--- src/srf_cfg.svh ---
`ifndef SRF_CFG_SVH
`define SRF_CFG_SVH

// Serial word length and general register count
`define SRF_XLEN          32
`define SRF_NUM_REGS      32

// Machine CSRs, stored in the RAM right above the general registers
`define SRF_CSR_MSCRATCH  2'd0
`define SRF_CSR_MTVEC     2'd1
`define SRF_CSR_MEPC      2'd2
`define SRF_CSR_MTVAL     2'd3

// 36 registers of 16 two-bit slots
`define SRF_RAM_DEPTH     576

// AXI4-Lite address width and register byte offsets
`define SRF_AXI_ADDR_W    8
`define SRF_OFF_CTRL      8'h00
`define SRF_OFF_ADDR      8'h04
`define SRF_OFF_WDATA0    8'h08
`define SRF_OFF_WDATA1    8'h0C
`define SRF_OFF_RS1       8'h10
`define SRF_OFF_RS2       8'h14
`define SRF_OFF_STATUS    8'h18

`endif

--- src/srf_pkg.sv ---
`include "srf_cfg.svh"

package srf_pkg;

   typedef logic [`SRF_XLEN-1:0]              word_t;
   typedef logic [$clog2(`SRF_NUM_REGS)-1:0]  reg_idx_t;
   typedef logic [1:0]                        csr_idx_t;
   // General registers 0..31, CSRs at 32 plus index
   typedef logic [$clog2(`SRF_NUM_REGS):0]    ram_reg_t;
   typedef logic [$clog2(`SRF_RAM_DEPTH)-1:0] ram_addr_t;
   typedef logic [1:0]                        ram_data_t;
   typedef logic [$clog2(`SRF_XLEN)-1:0]      bit_cnt_t;

   // Command from the register block
   typedef struct packed {
      reg_idx_t rs1;
      reg_idx_t rs2;
      reg_idx_t rd;
      csr_idx_t csr;
      logic     rd_wen;
      logic     csr_en;
      logic     trap;
      logic     mret;
      word_t    wdata0;
      word_t    wdata1;
   } srf_cmd_t;

   // Result and status back to the register block
   typedef struct packed {
      word_t rs1;
      word_t rs2;
      logic  busy;
      logic  done;
   } srf_result_t;

   typedef enum logic [2:0] {
      IDLE,
      RD_REQ,
      RD_WAIT,
      RD_SHIFT,
      WR_REQ,
      WR_SHIFT,
      WR_DRAIN
   } seq_state_t;

endpackage

--- src/srf_mpram.sv ---
`timescale 1ns/100ps
`include "srf_cfg.svh"

module srf_mpram import srf_pkg::*; (
   input  logic     i_clk,
   input  logic     i_rst,
   // Trap and return steering
   input  logic     i_trap,
   input  logic     i_mret,
   // CSR port
   input  logic     i_csr_en,
   input  csr_idx_t i_csr_addr,
   // rd port
   input  logic     i_rd_wen,
   input  reg_idx_t i_rd_waddr,
   // Serial write streams
   input  logic     i_rd,
   input  logic     i_csr,
   input  logic     i_wreq,
   input  logic     i_rreq,
   output logic     o_rgnt,
   // Serial read streams
   input  reg_idx_t i_rs1_raddr,
   output logic     o_rs1,
   input  reg_idx_t i_rs2_raddr,
   output logic     o_rs2
);

   localparam int SLOT_W = $bits(ram_addr_t) - $bits(ram_reg_t);

   ram_data_t mem [0:`SRF_RAM_DEPTH-1];

   function automatic ram_reg_t csr_reg(input csr_idx_t idx);
      return ram_reg_t'(`SRF_NUM_REGS) + ram_reg_t'(idx);
   endfunction

   // Write side
   bit_cnt_t    wcnt;
   logic        wgo;
   logic        wreq_r;
   logic        wen0_r;
   logic        wen1_r;
   logic        wdata0_r;
   logic        wdata1_r;
   logic        wdata1_2r;
   logic        wport;
   logic [SLOT_W-1:0] wslot;
   ram_reg_t    wreg0;
   ram_reg_t    wreg1;
   ram_addr_t   waddr;
   ram_data_t   wdata;
   logic        wen;

   assign wport = wcnt[0];
   assign wslot = wcnt[$bits(bit_cnt_t)-1:1];

   // Port 0 takes rd or mtval, port 1 a CSR or mepc
   assign wreg0 = i_trap ? csr_reg(`SRF_CSR_MTVAL) : ram_reg_t'(i_rd_waddr);
   assign wreg1 = i_trap ? csr_reg(`SRF_CSR_MEPC) : csr_reg(i_csr_addr);
   assign waddr = {(wport ? wreg1 : wreg0), wslot};

   // Port 1 runs one cycle behind port 0, hence the extra delay stage
   assign wdata = wport ? {wdata1_r, wdata1_2r} : {i_rd, wdata0_r};
   assign wen   = wgo & (wport ? wen1_r : wen0_r);

   always_ff @(posedge i_clk) begin
      if (i_rst) begin
         wcnt   <= '0;
         wgo    <= 1'b0;
         wreq_r <= 1'b0;
         wen0_r <= 1'b0;
         wen1_r <= 1'b0;
      end else begin
         wreq_r <= i_wreq;
         wen0_r <= i_trap | i_rd_wen;
         wen1_r <= i_trap | i_csr_en;
         if (wgo) begin
            wcnt <= wcnt + bit_cnt_t'(1);
         end
         if (wgo && wcnt == '1) begin
            wgo <= 1'b0;
         end else if (wreq_r) begin
            wgo <= 1'b1;
         end
      end
   end

   always_ff @(posedge i_clk) begin
      wdata0_r  <= i_rd;
      wdata1_r  <= i_csr;
      wdata1_2r <= wdata1_r;
   end

   // Read side, port 0 is rs1 and port 1 is rs2 or a CSR
   bit_cnt_t    rcnt;
   bit_cnt_t    rcnt_cur;
   logic        rreq_r;
   logic        rport;
   logic [SLOT_W-1:0] rslot;
   ram_reg_t    rreg0;
   ram_reg_t    rreg1;
   ram_addr_t   raddr;
   ram_data_t   rdata;
   ram_data_t   rdata0;
   logic        rdata1;

   // A request restarts the sequence in its own cycle
   assign rcnt_cur = i_rreq ? '0 : rcnt;
   assign rport    = rcnt_cur[0];
   assign rslot    = rcnt_cur[$bits(bit_cnt_t)-1:1];

   assign rreg0 = ram_reg_t'(i_rs1_raddr);
   assign rreg1 = i_trap   ? csr_reg(`SRF_CSR_MTVEC) :
                  i_mret   ? csr_reg(`SRF_CSR_MEPC) :
                  i_csr_en ? csr_reg(i_csr_addr) :
                             ram_reg_t'(i_rs2_raddr);
   assign raddr = {(rport ? rreg1 : rreg0), rslot};

   assign o_rs1 = rport ? rdata0[1] : rdata0[0];
   assign o_rs2 = rport ? rdata1 : rdata[0];

   always_ff @(posedge i_clk) begin
      if (i_rst) begin
         rcnt   <= '0;
         rreq_r <= 1'b0;
         o_rgnt <= 1'b0;
      end else begin
         rcnt   <= rcnt_cur + bit_cnt_t'(1);
         rreq_r <= i_rreq;
         o_rgnt <= rreq_r;
      end
   end

   always_ff @(posedge i_clk) begin
      if (rport) begin
         rdata0 <= rdata;
      end else begin
         rdata1 <= rdata[1];
      end
   end

   // Single RAM shared by both ports
   always_ff @(posedge i_clk) begin
      if (wen) begin
         mem[waddr] <= wdata;
      end
      rdata <= mem[raddr];
   end

endmodule

--- src/srf_axil_regs.sv ---
`timescale 1ns/100ps
`include "srf_cfg.svh"

module srf_axil_regs import srf_pkg::*; (
   input  logic                       i_clk,
   input  logic                       i_rst,
   input  logic [`SRF_AXI_ADDR_W-1:0] i_awaddr,
   input  logic                       i_awvalid,
   output logic                       o_awready,
   input  word_t                      i_wdata,
   input  logic [`SRF_XLEN/8-1:0]     i_wstrb,
   input  logic                       i_wvalid,
   output logic                       o_wready,
   output logic [1:0]                 o_bresp,
   output logic                       o_bvalid,
   input  logic                       i_bready,
   input  logic [`SRF_AXI_ADDR_W-1:0] i_araddr,
   input  logic                       i_arvalid,
   output logic                       o_arready,
   output word_t                      o_rdata,
   output logic [1:0]                 o_rresp,
   output logic                       o_rvalid,
   input  logic                       i_rready,
   output srf_cmd_t                   o_cmd,
   output logic                       o_start,
   input  srf_result_t                i_result
);

   srf_cmd_t cmd_q;
   logic     start_q;
   logic     done_q;
   logic     busy_any;
   logic     wr_fire;
   logic     rd_fire;
   word_t    wr_word;

   function automatic word_t reg_read(input logic [`SRF_AXI_ADDR_W-1:0] off);
      word_t val;
      val = '0;
      case (off)
         // go always reads back as 0
         `SRF_OFF_CTRL:   val[4:1] = {cmd_q.mret, cmd_q.trap, cmd_q.csr_en, cmd_q.rd_wen};
         `SRF_OFF_ADDR: begin
            val[4:0]   = cmd_q.rs1;
            val[9:5]   = cmd_q.rs2;
            val[14:10] = cmd_q.rd;
            val[17:16] = cmd_q.csr;
         end
         `SRF_OFF_WDATA0: val = cmd_q.wdata0;
         `SRF_OFF_WDATA1: val = cmd_q.wdata1;
         `SRF_OFF_RS1:    val = i_result.rs1;
         `SRF_OFF_RS2:    val = i_result.rs2;
         `SRF_OFF_STATUS: val[1:0] = {done_q, busy_any};
         default:         val = '0;
      endcase
      return val;
   endfunction

   function automatic word_t strb_merge(input word_t old_val, input word_t new_val,
                                        input logic [`SRF_XLEN/8-1:0] strb);
      word_t val;
      val = old_val;
      for (int b = 0; b < `SRF_XLEN/8; b++) begin
         if (strb[b]) begin
            val[8*b +: 8] = new_val[8*b +: 8];
         end
      end
      return val;
   endfunction

   // An accepted go counts as busy until the sequencer picks it up
   assign busy_any = i_result.busy | start_q;

   assign wr_fire   = i_awvalid & i_wvalid & ~o_bvalid;
   assign o_awready = wr_fire;
   assign o_wready  = wr_fire;
   assign o_bresp   = 2'b00;

   assign rd_fire   = i_arvalid & ~o_rvalid;
   assign o_arready = rd_fire;
   assign o_rresp   = 2'b00;

   assign wr_word = strb_merge(reg_read(i_awaddr), i_wdata, i_wstrb);
   assign o_cmd   = cmd_q;
   assign o_start = start_q;

   always_ff @(posedge i_clk) begin
      if (i_rst) begin
         cmd_q    <= '0;
         start_q  <= 1'b0;
         done_q   <= 1'b0;
         o_bvalid <= 1'b0;
         o_rvalid <= 1'b0;
      end else begin
         start_q <= 1'b0;
         if (wr_fire) begin
            case (i_awaddr)
               `SRF_OFF_CTRL: begin
                  cmd_q.rd_wen <= wr_word[1];
                  cmd_q.csr_en <= wr_word[2];
                  cmd_q.trap   <= wr_word[3];
                  cmd_q.mret   <= wr_word[4];
                  // Go while busy is dropped
                  start_q      <= wr_word[0] & ~busy_any;
               end
               `SRF_OFF_ADDR: begin
                  cmd_q.rs1 <= wr_word[4:0];
                  cmd_q.rs2 <= wr_word[9:5];
                  cmd_q.rd  <= wr_word[14:10];
                  cmd_q.csr <= wr_word[17:16];
               end
               `SRF_OFF_WDATA0: cmd_q.wdata0 <= wr_word;
               `SRF_OFF_WDATA1: cmd_q.wdata1 <= wr_word;
               default: ;
            endcase
         end

         // Sticky done, cleared by the next start
         if (start_q) begin
            done_q <= 1'b0;
         end else if (i_result.done) begin
            done_q <= 1'b1;
         end

         if (wr_fire) begin
            o_bvalid <= 1'b1;
         end else if (i_bready) begin
            o_bvalid <= 1'b0;
         end

         if (rd_fire) begin
            o_rvalid <= 1'b1;
         end else if (i_rready) begin
            o_rvalid <= 1'b0;
         end
      end
   end

   always_ff @(posedge i_clk) begin
      if (rd_fire) begin
         o_rdata <= reg_read(i_araddr);
      end
   end

endmodule

--- src/srf_sequencer.sv ---
`timescale 1ns/100ps

module srf_sequencer import srf_pkg::*; (
   input  logic        i_clk,
   input  logic        i_rst,
   input  srf_cmd_t    i_cmd,
   input  logic        i_start,
   output srf_result_t o_result,
   // RAM side
   output logic        o_trap,
   output logic        o_mret,
   output logic        o_csr_en,
   output csr_idx_t    o_csr_addr,
   output logic        o_rd_wen,
   output reg_idx_t    o_rd_waddr,
   output logic        o_rd,
   output logic        o_csr,
   output logic        o_wreq,
   output logic        o_rreq,
   output reg_idx_t    o_rs1_raddr,
   output reg_idx_t    o_rs2_raddr,
   input  logic        i_rgnt,
   input  logic        i_rs1,
   input  logic        i_rs2
);

   localparam bit_cnt_t DRAIN_LAST = bit_cnt_t'(2);

   seq_state_t state;
   bit_cnt_t   cnt;
   srf_cmd_t   cmd_q;
   word_t      rs1_sr;
   word_t      rs2_sr;
   word_t      wd0_sr;
   word_t      wd1_sr;
   logic       done_q;
   logic       rd_shift;
   logic       wr_phase;

   // Bit 0 arrives together with the grant
   assign rd_shift = (state == RD_SHIFT) || (state == RD_WAIT && i_rgnt);
   assign wr_phase = state inside {WR_REQ, WR_SHIFT, WR_DRAIN};

   assign o_trap      = cmd_q.trap;
   assign o_mret      = cmd_q.mret;
   // csr_en also picks the rs2 source, so it stays up for the read phase
   assign o_csr_en    = cmd_q.csr_en;
   assign o_csr_addr  = cmd_q.csr;
   assign o_rd_wen    = cmd_q.rd_wen & wr_phase;
   assign o_rd_waddr  = cmd_q.rd;
   assign o_rs1_raddr = cmd_q.rs1;
   assign o_rs2_raddr = cmd_q.rs2;
   assign o_rd        = wd0_sr[0];
   assign o_csr       = wd1_sr[0];
   assign o_rreq      = (state == RD_REQ);
   assign o_wreq      = (state == WR_REQ);

   assign o_result.rs1  = rs1_sr;
   assign o_result.rs2  = rs2_sr;
   assign o_result.busy = (state != IDLE);
   assign o_result.done = done_q;

   always_ff @(posedge i_clk) begin
      if (i_rst) begin
         state  <= IDLE;
         cnt    <= '0;
         cmd_q  <= '0;
         done_q <= 1'b0;
      end else begin
         done_q <= 1'b0;
         case (state)
            IDLE: begin
               if (i_start) begin
                  cmd_q <= i_cmd;
                  cnt   <= '0;
                  state <= RD_REQ;
               end
            end
            RD_REQ: state <= RD_WAIT;
            RD_WAIT: begin
               if (i_rgnt) begin
                  cnt   <= cnt + bit_cnt_t'(1);
                  state <= RD_SHIFT;
               end
            end
            RD_SHIFT: begin
               cnt <= cnt + bit_cnt_t'(1);
               if (cnt == '1) begin
                  state <= WR_REQ;
               end
            end
            WR_REQ: state <= WR_SHIFT;
            WR_SHIFT: begin
               cnt <= cnt + bit_cnt_t'(1);
               if (cnt == '1) begin
                  state <= WR_DRAIN;
               end
            end
            // Let the RAM finish its last two-bit writes
            WR_DRAIN: begin
               cnt <= cnt + bit_cnt_t'(1);
               if (cnt == DRAIN_LAST) begin
                  state  <= IDLE;
                  done_q <= 1'b1;
               end
            end
            default: state <= IDLE;
         endcase
      end
   end

   // Words move LSB first in both directions
   always_ff @(posedge i_clk) begin
      if (state == IDLE && i_start) begin
         wd0_sr <= i_cmd.wdata0;
         wd1_sr <= i_cmd.wdata1;
      end else if (state == WR_SHIFT) begin
         wd0_sr <= wd0_sr >> 1;
         wd1_sr <= wd1_sr >> 1;
      end
      if (rd_shift) begin
         rs1_sr <= {i_rs1, rs1_sr[$bits(word_t)-1:1]};
         rs2_sr <= {i_rs2, rs2_sr[$bits(word_t)-1:1]};
      end
   end

endmodule

--- src/srf_top.sv ---
`timescale 1ns/100ps
`include "srf_cfg.svh"

module srf_top import srf_pkg::*; (
   input  logic                       i_clk,
   input  logic                       i_rst,
   input  logic [`SRF_AXI_ADDR_W-1:0] i_awaddr,
   input  logic                       i_awvalid,
   output logic                       o_awready,
   input  word_t                      i_wdata,
   input  logic [`SRF_XLEN/8-1:0]     i_wstrb,
   input  logic                       i_wvalid,
   output logic                       o_wready,
   output logic [1:0]                 o_bresp,
   output logic                       o_bvalid,
   input  logic                       i_bready,
   input  logic [`SRF_AXI_ADDR_W-1:0] i_araddr,
   input  logic                       i_arvalid,
   output logic                       o_arready,
   output word_t                      o_rdata,
   output logic [1:0]                 o_rresp,
   output logic                       o_rvalid,
   input  logic                       i_rready
);

   srf_cmd_t    cmd;
   srf_result_t result;
   logic        start;

   // Serial RAM interface
   logic        trap;
   logic        mret;
   logic        csr_en;
   csr_idx_t    csr_addr;
   logic        rd_wen;
   reg_idx_t    rd_waddr;
   logic        rd_bit;
   logic        csr_bit;
   logic        wreq;
   logic        rreq;
   logic        rgnt;
   reg_idx_t    rs1_raddr;
   reg_idx_t    rs2_raddr;
   logic        rs1_bit;
   logic        rs2_bit;

   srf_axil_regs srf_axil_regs_inst (
      .i_clk     (i_clk),
      .i_rst     (i_rst),
      .i_awaddr  (i_awaddr),
      .i_awvalid (i_awvalid),
      .o_awready (o_awready),
      .i_wdata   (i_wdata),
      .i_wstrb   (i_wstrb),
      .i_wvalid  (i_wvalid),
      .o_wready  (o_wready),
      .o_bresp   (o_bresp),
      .o_bvalid  (o_bvalid),
      .i_bready  (i_bready),
      .i_araddr  (i_araddr),
      .i_arvalid (i_arvalid),
      .o_arready (o_arready),
      .o_rdata   (o_rdata),
      .o_rresp   (o_rresp),
      .o_rvalid  (o_rvalid),
      .i_rready  (i_rready),
      .o_cmd     (cmd),
      .o_start   (start),
      .i_result  (result)
   );

   srf_sequencer srf_sequencer_inst (
      .i_clk       (i_clk),
      .i_rst       (i_rst),
      .i_cmd       (cmd),
      .i_start     (start),
      .o_result    (result),
      .o_trap      (trap),
      .o_mret      (mret),
      .o_csr_en    (csr_en),
      .o_csr_addr  (csr_addr),
      .o_rd_wen    (rd_wen),
      .o_rd_waddr  (rd_waddr),
      .o_rd        (rd_bit),
      .o_csr       (csr_bit),
      .o_wreq      (wreq),
      .o_rreq      (rreq),
      .o_rs1_raddr (rs1_raddr),
      .o_rs2_raddr (rs2_raddr),
      .i_rgnt      (rgnt),
      .i_rs1       (rs1_bit),
      .i_rs2       (rs2_bit)
   );

   srf_mpram srf_mpram_inst (
      .i_clk       (i_clk),
      .i_rst       (i_rst),
      .i_trap      (trap),
      .i_mret      (mret),
      .i_csr_en    (csr_en),
      .i_csr_addr  (csr_addr),
      .i_rd_wen    (rd_wen),
      .i_rd_waddr  (rd_waddr),
      .i_rd        (rd_bit),
      .i_csr       (csr_bit),
      .i_wreq      (wreq),
      .i_rreq      (rreq),
      .o_rgnt      (rgnt),
      .i_rs1_raddr (rs1_raddr),
      .o_rs1       (rs1_bit),
      .i_rs2_raddr (rs2_raddr),
      .o_rs2       (rs2_bit)
   );

endmodule

--- config.mk ---
export PLATFORM = sky130hd
export DESIGN_NAME = srf_top
export DESIGN_NICKNAME = d
export VERILOG_FILES = /design/src/srf_pkg.sv /design/src/srf_mpram.sv /design/src/srf_axil_regs.sv /design/src/srf_sequencer.sv /design/src/srf_top.sv
export VERILOG_INCLUDE_DIRS = /design/src
export SDC_FILE = /design/constraint.sdc
export NUM_CORES = 2
export LEC_CHECK = 0
export BUFFER_PORTS_ARGS = -buffer_cell sky130_fd_sc_hd__buf_2
export CAP_MARGIN = 20
export CORE_ASPECT_RATIO = 1.2
export CORE_MARGIN = 2
export CORE_UTILIZATION = 65
export DETAILED_ROUTE_END_ITERATION = 7
export PLACE_DENSITY = 0.81
export SLEW_MARGIN = 20
export SYNTH_ARGS = -nofsm -noshare
export SYNTH_HDL_FRONTEND = slang
export SYNTH_SLANG_ARGS = --single-unit
export TNS_END_PERCENT = 30
--- constraint.sdc ---
create_clock -name i_clk -period 16.9 [get_ports i_clk]
set_input_delay 2.535 -clock i_clk [delete_from_list [all_inputs] [get_ports i_clk]]
set_output_delay 2.535 -clock i_clk [all_outputs]
set_load 0.005 [all_outputs]
==> metrics.log <==
INFO  metric run_status = complete, but fails checks
INFO  metric violations = DRC
INFO  metric grt_use_total = 37.1%
INFO  metric yosys.area_share.xor_xnor = 0.141%
INFO  metric rr_endpoint = srf_mpram_inst.rdata[0]
INFO  metric synthCells = 4,973
INFO  metric p_leak = 21.4 nW
INFO  metric hold_path_depth = 0
INFO  metric synth_flop_cell = sky130_fd_sc_hd__edfxtp_1
INFO  metric timing.final.crit_share = 34.9%
INFO  metric synth_most_common_cell = sky130_fd_sc_hd__edfxtp_1
INFO  metric sequential_cell_area = 0.0423 mm^2
INFO  metric timing_worst_setup_path_type = in2out
INFO  metric core_region_area = 0.0950 mm^2
INFO  metric grt_pass1_wl = 267 mm
INFO  metric num_vias = 44,341
INFO  metric max_slew_margin = 18.1%
INFO  metric total_power = 7.33 mW
INFO  metric tns = 0 ns
INFO  metric synth-seq-area-share = 68.0%
INFO  metric placed_cells = 6,037
INFO  metric clock_skew = 0.0320 ns
INFO  metric rr_startpoint = srf_sequencer_inst.state[1]
INFO  metric antenna_left = 0
INFO  metric final_min_period = 5.89 ns
INFO  metric grt_pass1_vias = 43,024
INFO  metric insertion_delay = 0.76 ns
INFO  metric power.share.switching = 22.0%
INFO  metric wirelength = 184 mm
INFO  metric cts-root-to-sink-buffers = 3
INFO  metric synth_largest_area_cell = sky130_fd_sc_hd__edfxtp_1
INFO  metric area_delta_synth_final = 9.02%
INFO  metric initial_utilization = 65.5%
INFO  metric synth.avg_cell_area = 12.5 um^2
INFO  metric combinationalPowerShare = 5.7%
INFO  metric synth_adder_area_share = 0.121%
INFO  metric number_of_cells_upsized_or_downsized_after_cts = 0
INFO  metric postSynth.asyncResetShare = 0%
INFO  metric ctsHoldBuffers = 0
INFO  metric max-cap-violations = 0
INFO  metric cts_sinks = 1,455
INFO  metric synth.cells.most_frequent = 1,315 x sky130_fd_sc_hd__edfxtp_1, 806 x sky130_fd_sc_hd__nor2_1, 623 x sky130_fd_sc_hd__nand2_1
INFO  metric cts_htree_levels = 4
INFO  metric final-hold-violation-count = 0
INFO  metric timing_max_transition_violations_final = 0
INFO  metric routability_cong = 0.937
INFO  metric post_synth_and_or_nand_nor_area_fraction = 10.9%
INFO  metric synth_compound_gate_area_share = 11.4%
INFO  metric layoutNonFillerInstCount = 6,281
INFO  metric rrSetupSlack = 11.26 ns
INFO  metric multi_input_comb_area = 0.0180 mm^2
INFO  metric hold-path-endpoint = srf_mpram_inst.wdata1_r
INFO  metric clk_pin_slew_worst_paths = 0.06 ns
INFO  metric die_height = 343 um
INFO  metric synth_top_family_by_area = compound AO/OA/AOI/OAI gates
INFO  metric gr-total-overflow = 0
INFO  metric rows = 124
INFO  metric detail_route.wl_per_cell = 29.3 um
INFO  metric remaining_drcs = 23
INFO  metric min_path_type = reg2reg
INFO  metric synthesis.area = 0.0621 mm^2
INFO  metric clockRootBuffer = sky130_fd_sc_hd__clkbuf_16
INFO  metric crit_fanout = 33
INFO  metric drive_above_1_share = 11.2%
INFO  metric internal_power = 5.72 mW
INFO  metric antenna_found_initial = 4
INFO  metric critPathArrivalTime = 3.36 ns
INFO  metric worstMarginPinSlew = 1.22 ns
INFO  metric die_x = 286 um
INFO  metric cts_tree = done
INFO  metric hold_path_startpoint = srf_sequencer_inst.wd1_sr[0]
INFO  metric floorplan.die_area = 0.0981 mm^2
INFO  metric detail_route.first_pass.iterations = 8
INFO  metric switchingPower = 1.61 mW
INFO  metric hold_slack = 0.345 ns
INFO  metric synth.distinct_cells = 93
INFO  metric power.density = 108 mW/mm^2
INFO  metric rsz0062_at_grt = false
INFO  metric num-nets-final = 4,981
INFO  metric io_pins = 100
INFO  metric setup.worst_path.start_class = primary input
INFO  metric cts_setup_buffers = 0
INFO  metric num_cts_buffers = 137
INFO  metric share_clk_of_total_power = 41.4%
INFO  metric synth_top_area_share = 63.5%
INFO  metric ys_ff_latch = 1,455
INFO  metric finalSetupViolations = 0
INFO  metric fmaxAchievable = 170 MHz
INFO  metric critPathCaptureType = output port
INFO  metric p_seq_share = 52.9%
INFO  metric grt_max_degree = 161
INFO  metric synth_area_leaders = sky130_fd_sc_hd__edfxtp_1 64%, sky130_fd_sc_hd__nor2_1 4.9%, sky130_fd_sc_hd__dfxtp_1 4.5%
INFO  metric io_buffer_count = 95
INFO  metric vias_per_cell = 7.06
INFO  metric maximum_vdd_ir_drop = 0.0000916 V
INFO  metric ff2ff_path_depth = 12
INFO  metric drt_iter0_markers = 7,751
INFO  metric yosys_warnings = 0
INFO  metric synth_mux_area_share = 6.02%
INFO  metric dpl_hpwl = 105 mm
INFO  metric layout.filler_cells = 6,049
INFO  metric edff_count_synth = 1,315
INFO  metric critPathRequiredTime = 14.37 ns
-- logic make-up after synthesis --
logic type / count (synthesis)
buffers and inverters: 443
flip-flops: 1455
adder cells (fa/ha/maj): 6
other: 1
multiplexers: 334
AO/OA/AOI/OAI: 1058
AND/OR/NAND/NOR: 1666
XOR/XNOR: 10
-- layout by cell type, fill, tap and decap left out, types with 15 or more instances in the layout --
cell type                   Yosys  routed
sky130_fd_sc_hd__edfxtp_1    1315    1315
sky130_fd_sc_hd__a311oi_1      15      15
sky130_fd_sc_hd__mux2i_1      246     245
sky130_fd_sc_hd__clkinv_2       0      24
sky130_fd_sc_hd__nand2b_1      19      18
sky130_fd_sc_hd__o21ai_0      137     137
sky130_fd_sc_hd__mux2_2        62      60
sky130_fd_sc_hd__o22ai_1       47      47
sky130_fd_sc_hd__o22a_1        15      15
sky130_fd_sc_hd__nand3_1       58      57
sky130_fd_sc_hd__nand2_1      623     601
sky130_fd_sc_hd__nor2b_1       20      19
sky130_fd_sc_hd__nor3_1        52      49
sky130_fd_sc_hd__a222oi_1      22      22
sky130_fd_sc_hd__clkinv_1       2      27
sky130_fd_sc_hd__and3_1        18      17
sky130_fd_sc_hd__nor2_1       806     802
sky130_fd_sc_hd__buf_2        122      94
sky130_fd_sc_hd__o221ai_1      64      64
sky130_fd_sc_hd__nand2_2        1      23
sky130_fd_sc_hd__clkbuf_1     212      23
sky130_fd_sc_hd__dfxtp_1      140     137
sky130_fd_sc_hd__inv_1         39      37
sky130_fd_sc_hd__clkbuf_16      0     141
sky130_fd_sc_hd__a211oi_1     114     114
sky130_fd_sc_hd__a21oi_1      310     309
sky130_fd_sc_hd__a22oi_1      110     110
sky130_fd_sc_hd__o211ai_1      19      19
sky130_fd_sc_hd__mux4_2        25      25
sky130_fd_sc_hd__a31oi_1       56      56
sky130_fd_sc_hd__a221oi_1      40      40
sky130_fd_sc_hd__buf_4         25     102
-- worst max-delay path by stage --
stage | end | start | cells after the start
after floorplan | o_arready | i_arvalid | 1
after global placement | o_arready | i_arvalid | 4
after CTS | o_arready | i_arvalid | 4
after detailed placement | o_arready | i_arvalid | 4
after global routing | o_arready | i_arvalid | 4
final | o_arready | i_arvalid | 4
-- worst max-delay path: stages --
cell and delay (ns):
sky130_fd_sc_hd__buf_2 0.09, sky130_fd_sc_hd__nor2b_4 0.12, sky130_fd_sc_hd__buf_4 0.40, sky130_fd_sc_hd__buf_2 0.20
-- state kept, by name, indices dropped and copies added (netlist names), 2 cells and up --
name	count
srf_axil_regs_inst.o_cmd	85
srf_axil_regs_inst.o_rdata	32
srf_mpram_inst.mem	1152
srf_mpram_inst.rcnt	5
srf_mpram_inst.rdata	2
srf_mpram_inst.rdata0	2
srf_mpram_inst.wcnt	5
srf_sequencer_inst.cnt	5
srf_sequencer_inst.o_csr_addr	2
srf_sequencer_inst.o_rd_waddr	5
srf_sequencer_inst.o_rs1_raddr	5
srf_sequencer_inst.o_rs2_raddr	5
srf_sequencer_inst.rs1_sr	32
srf_sequencer_inst.rs2_sr	32
srf_sequencer_inst.state	3
srf_sequencer_inst.wd0_sr	32
srf_sequencer_inst.wd1_sr	32
-- layer usage --
metal / GRT usage [%] / routed length (um) / vias to the layer above
li1: - / - / 18434
met2: 57.7 / 83200 / 3861
met4: 27.4 / 16000 / 2
met1: 45.0 / 58800 / 21053
met3: 10.1 / 26200 / 991
met5: 0 / 10 / -
-- metrics by stage --
step	area (um^2)	worst slack [ns]	util [%]
after floorplan	62200	10.32	-
after global routing	67800	10.95	71.4
after CTS	67700	10.99	71.3
final	67800	11.01	71.4
after detailed placement	63400	10.99	66.8
after global placement	63400	11.01	66.8
-- area by class of cell --
| cell class | count | area share (%) |
|---|---|---|
| clock inverters | 73 | 0.988 |
| repair buffers | 202 | 1.99 |
| inverters | 42 | 0.233 |
| diodes | 2 | 0.00739 |
| well taps | 1260 | 2.33 |
| flip-flops and latches | 1455 | 62.4 |
| clock buffers | 169 | 5.44 |
| multi-input cells | 3078 | 26.6 |
-- power groups by stage --
stage               Combinational [mW]  Sequential (mW)  Clock (mW)
floorplan                        0.272             3.95           0
global placement                 0.389             3.96           0
detailed placement               0.397             3.96           0
CTS                              0.402             3.88        3.03
global route                     0.429             3.88        3.16
finish                           0.419             3.88        3.03
Note: power is estimated with default switching activity, not from simulation.
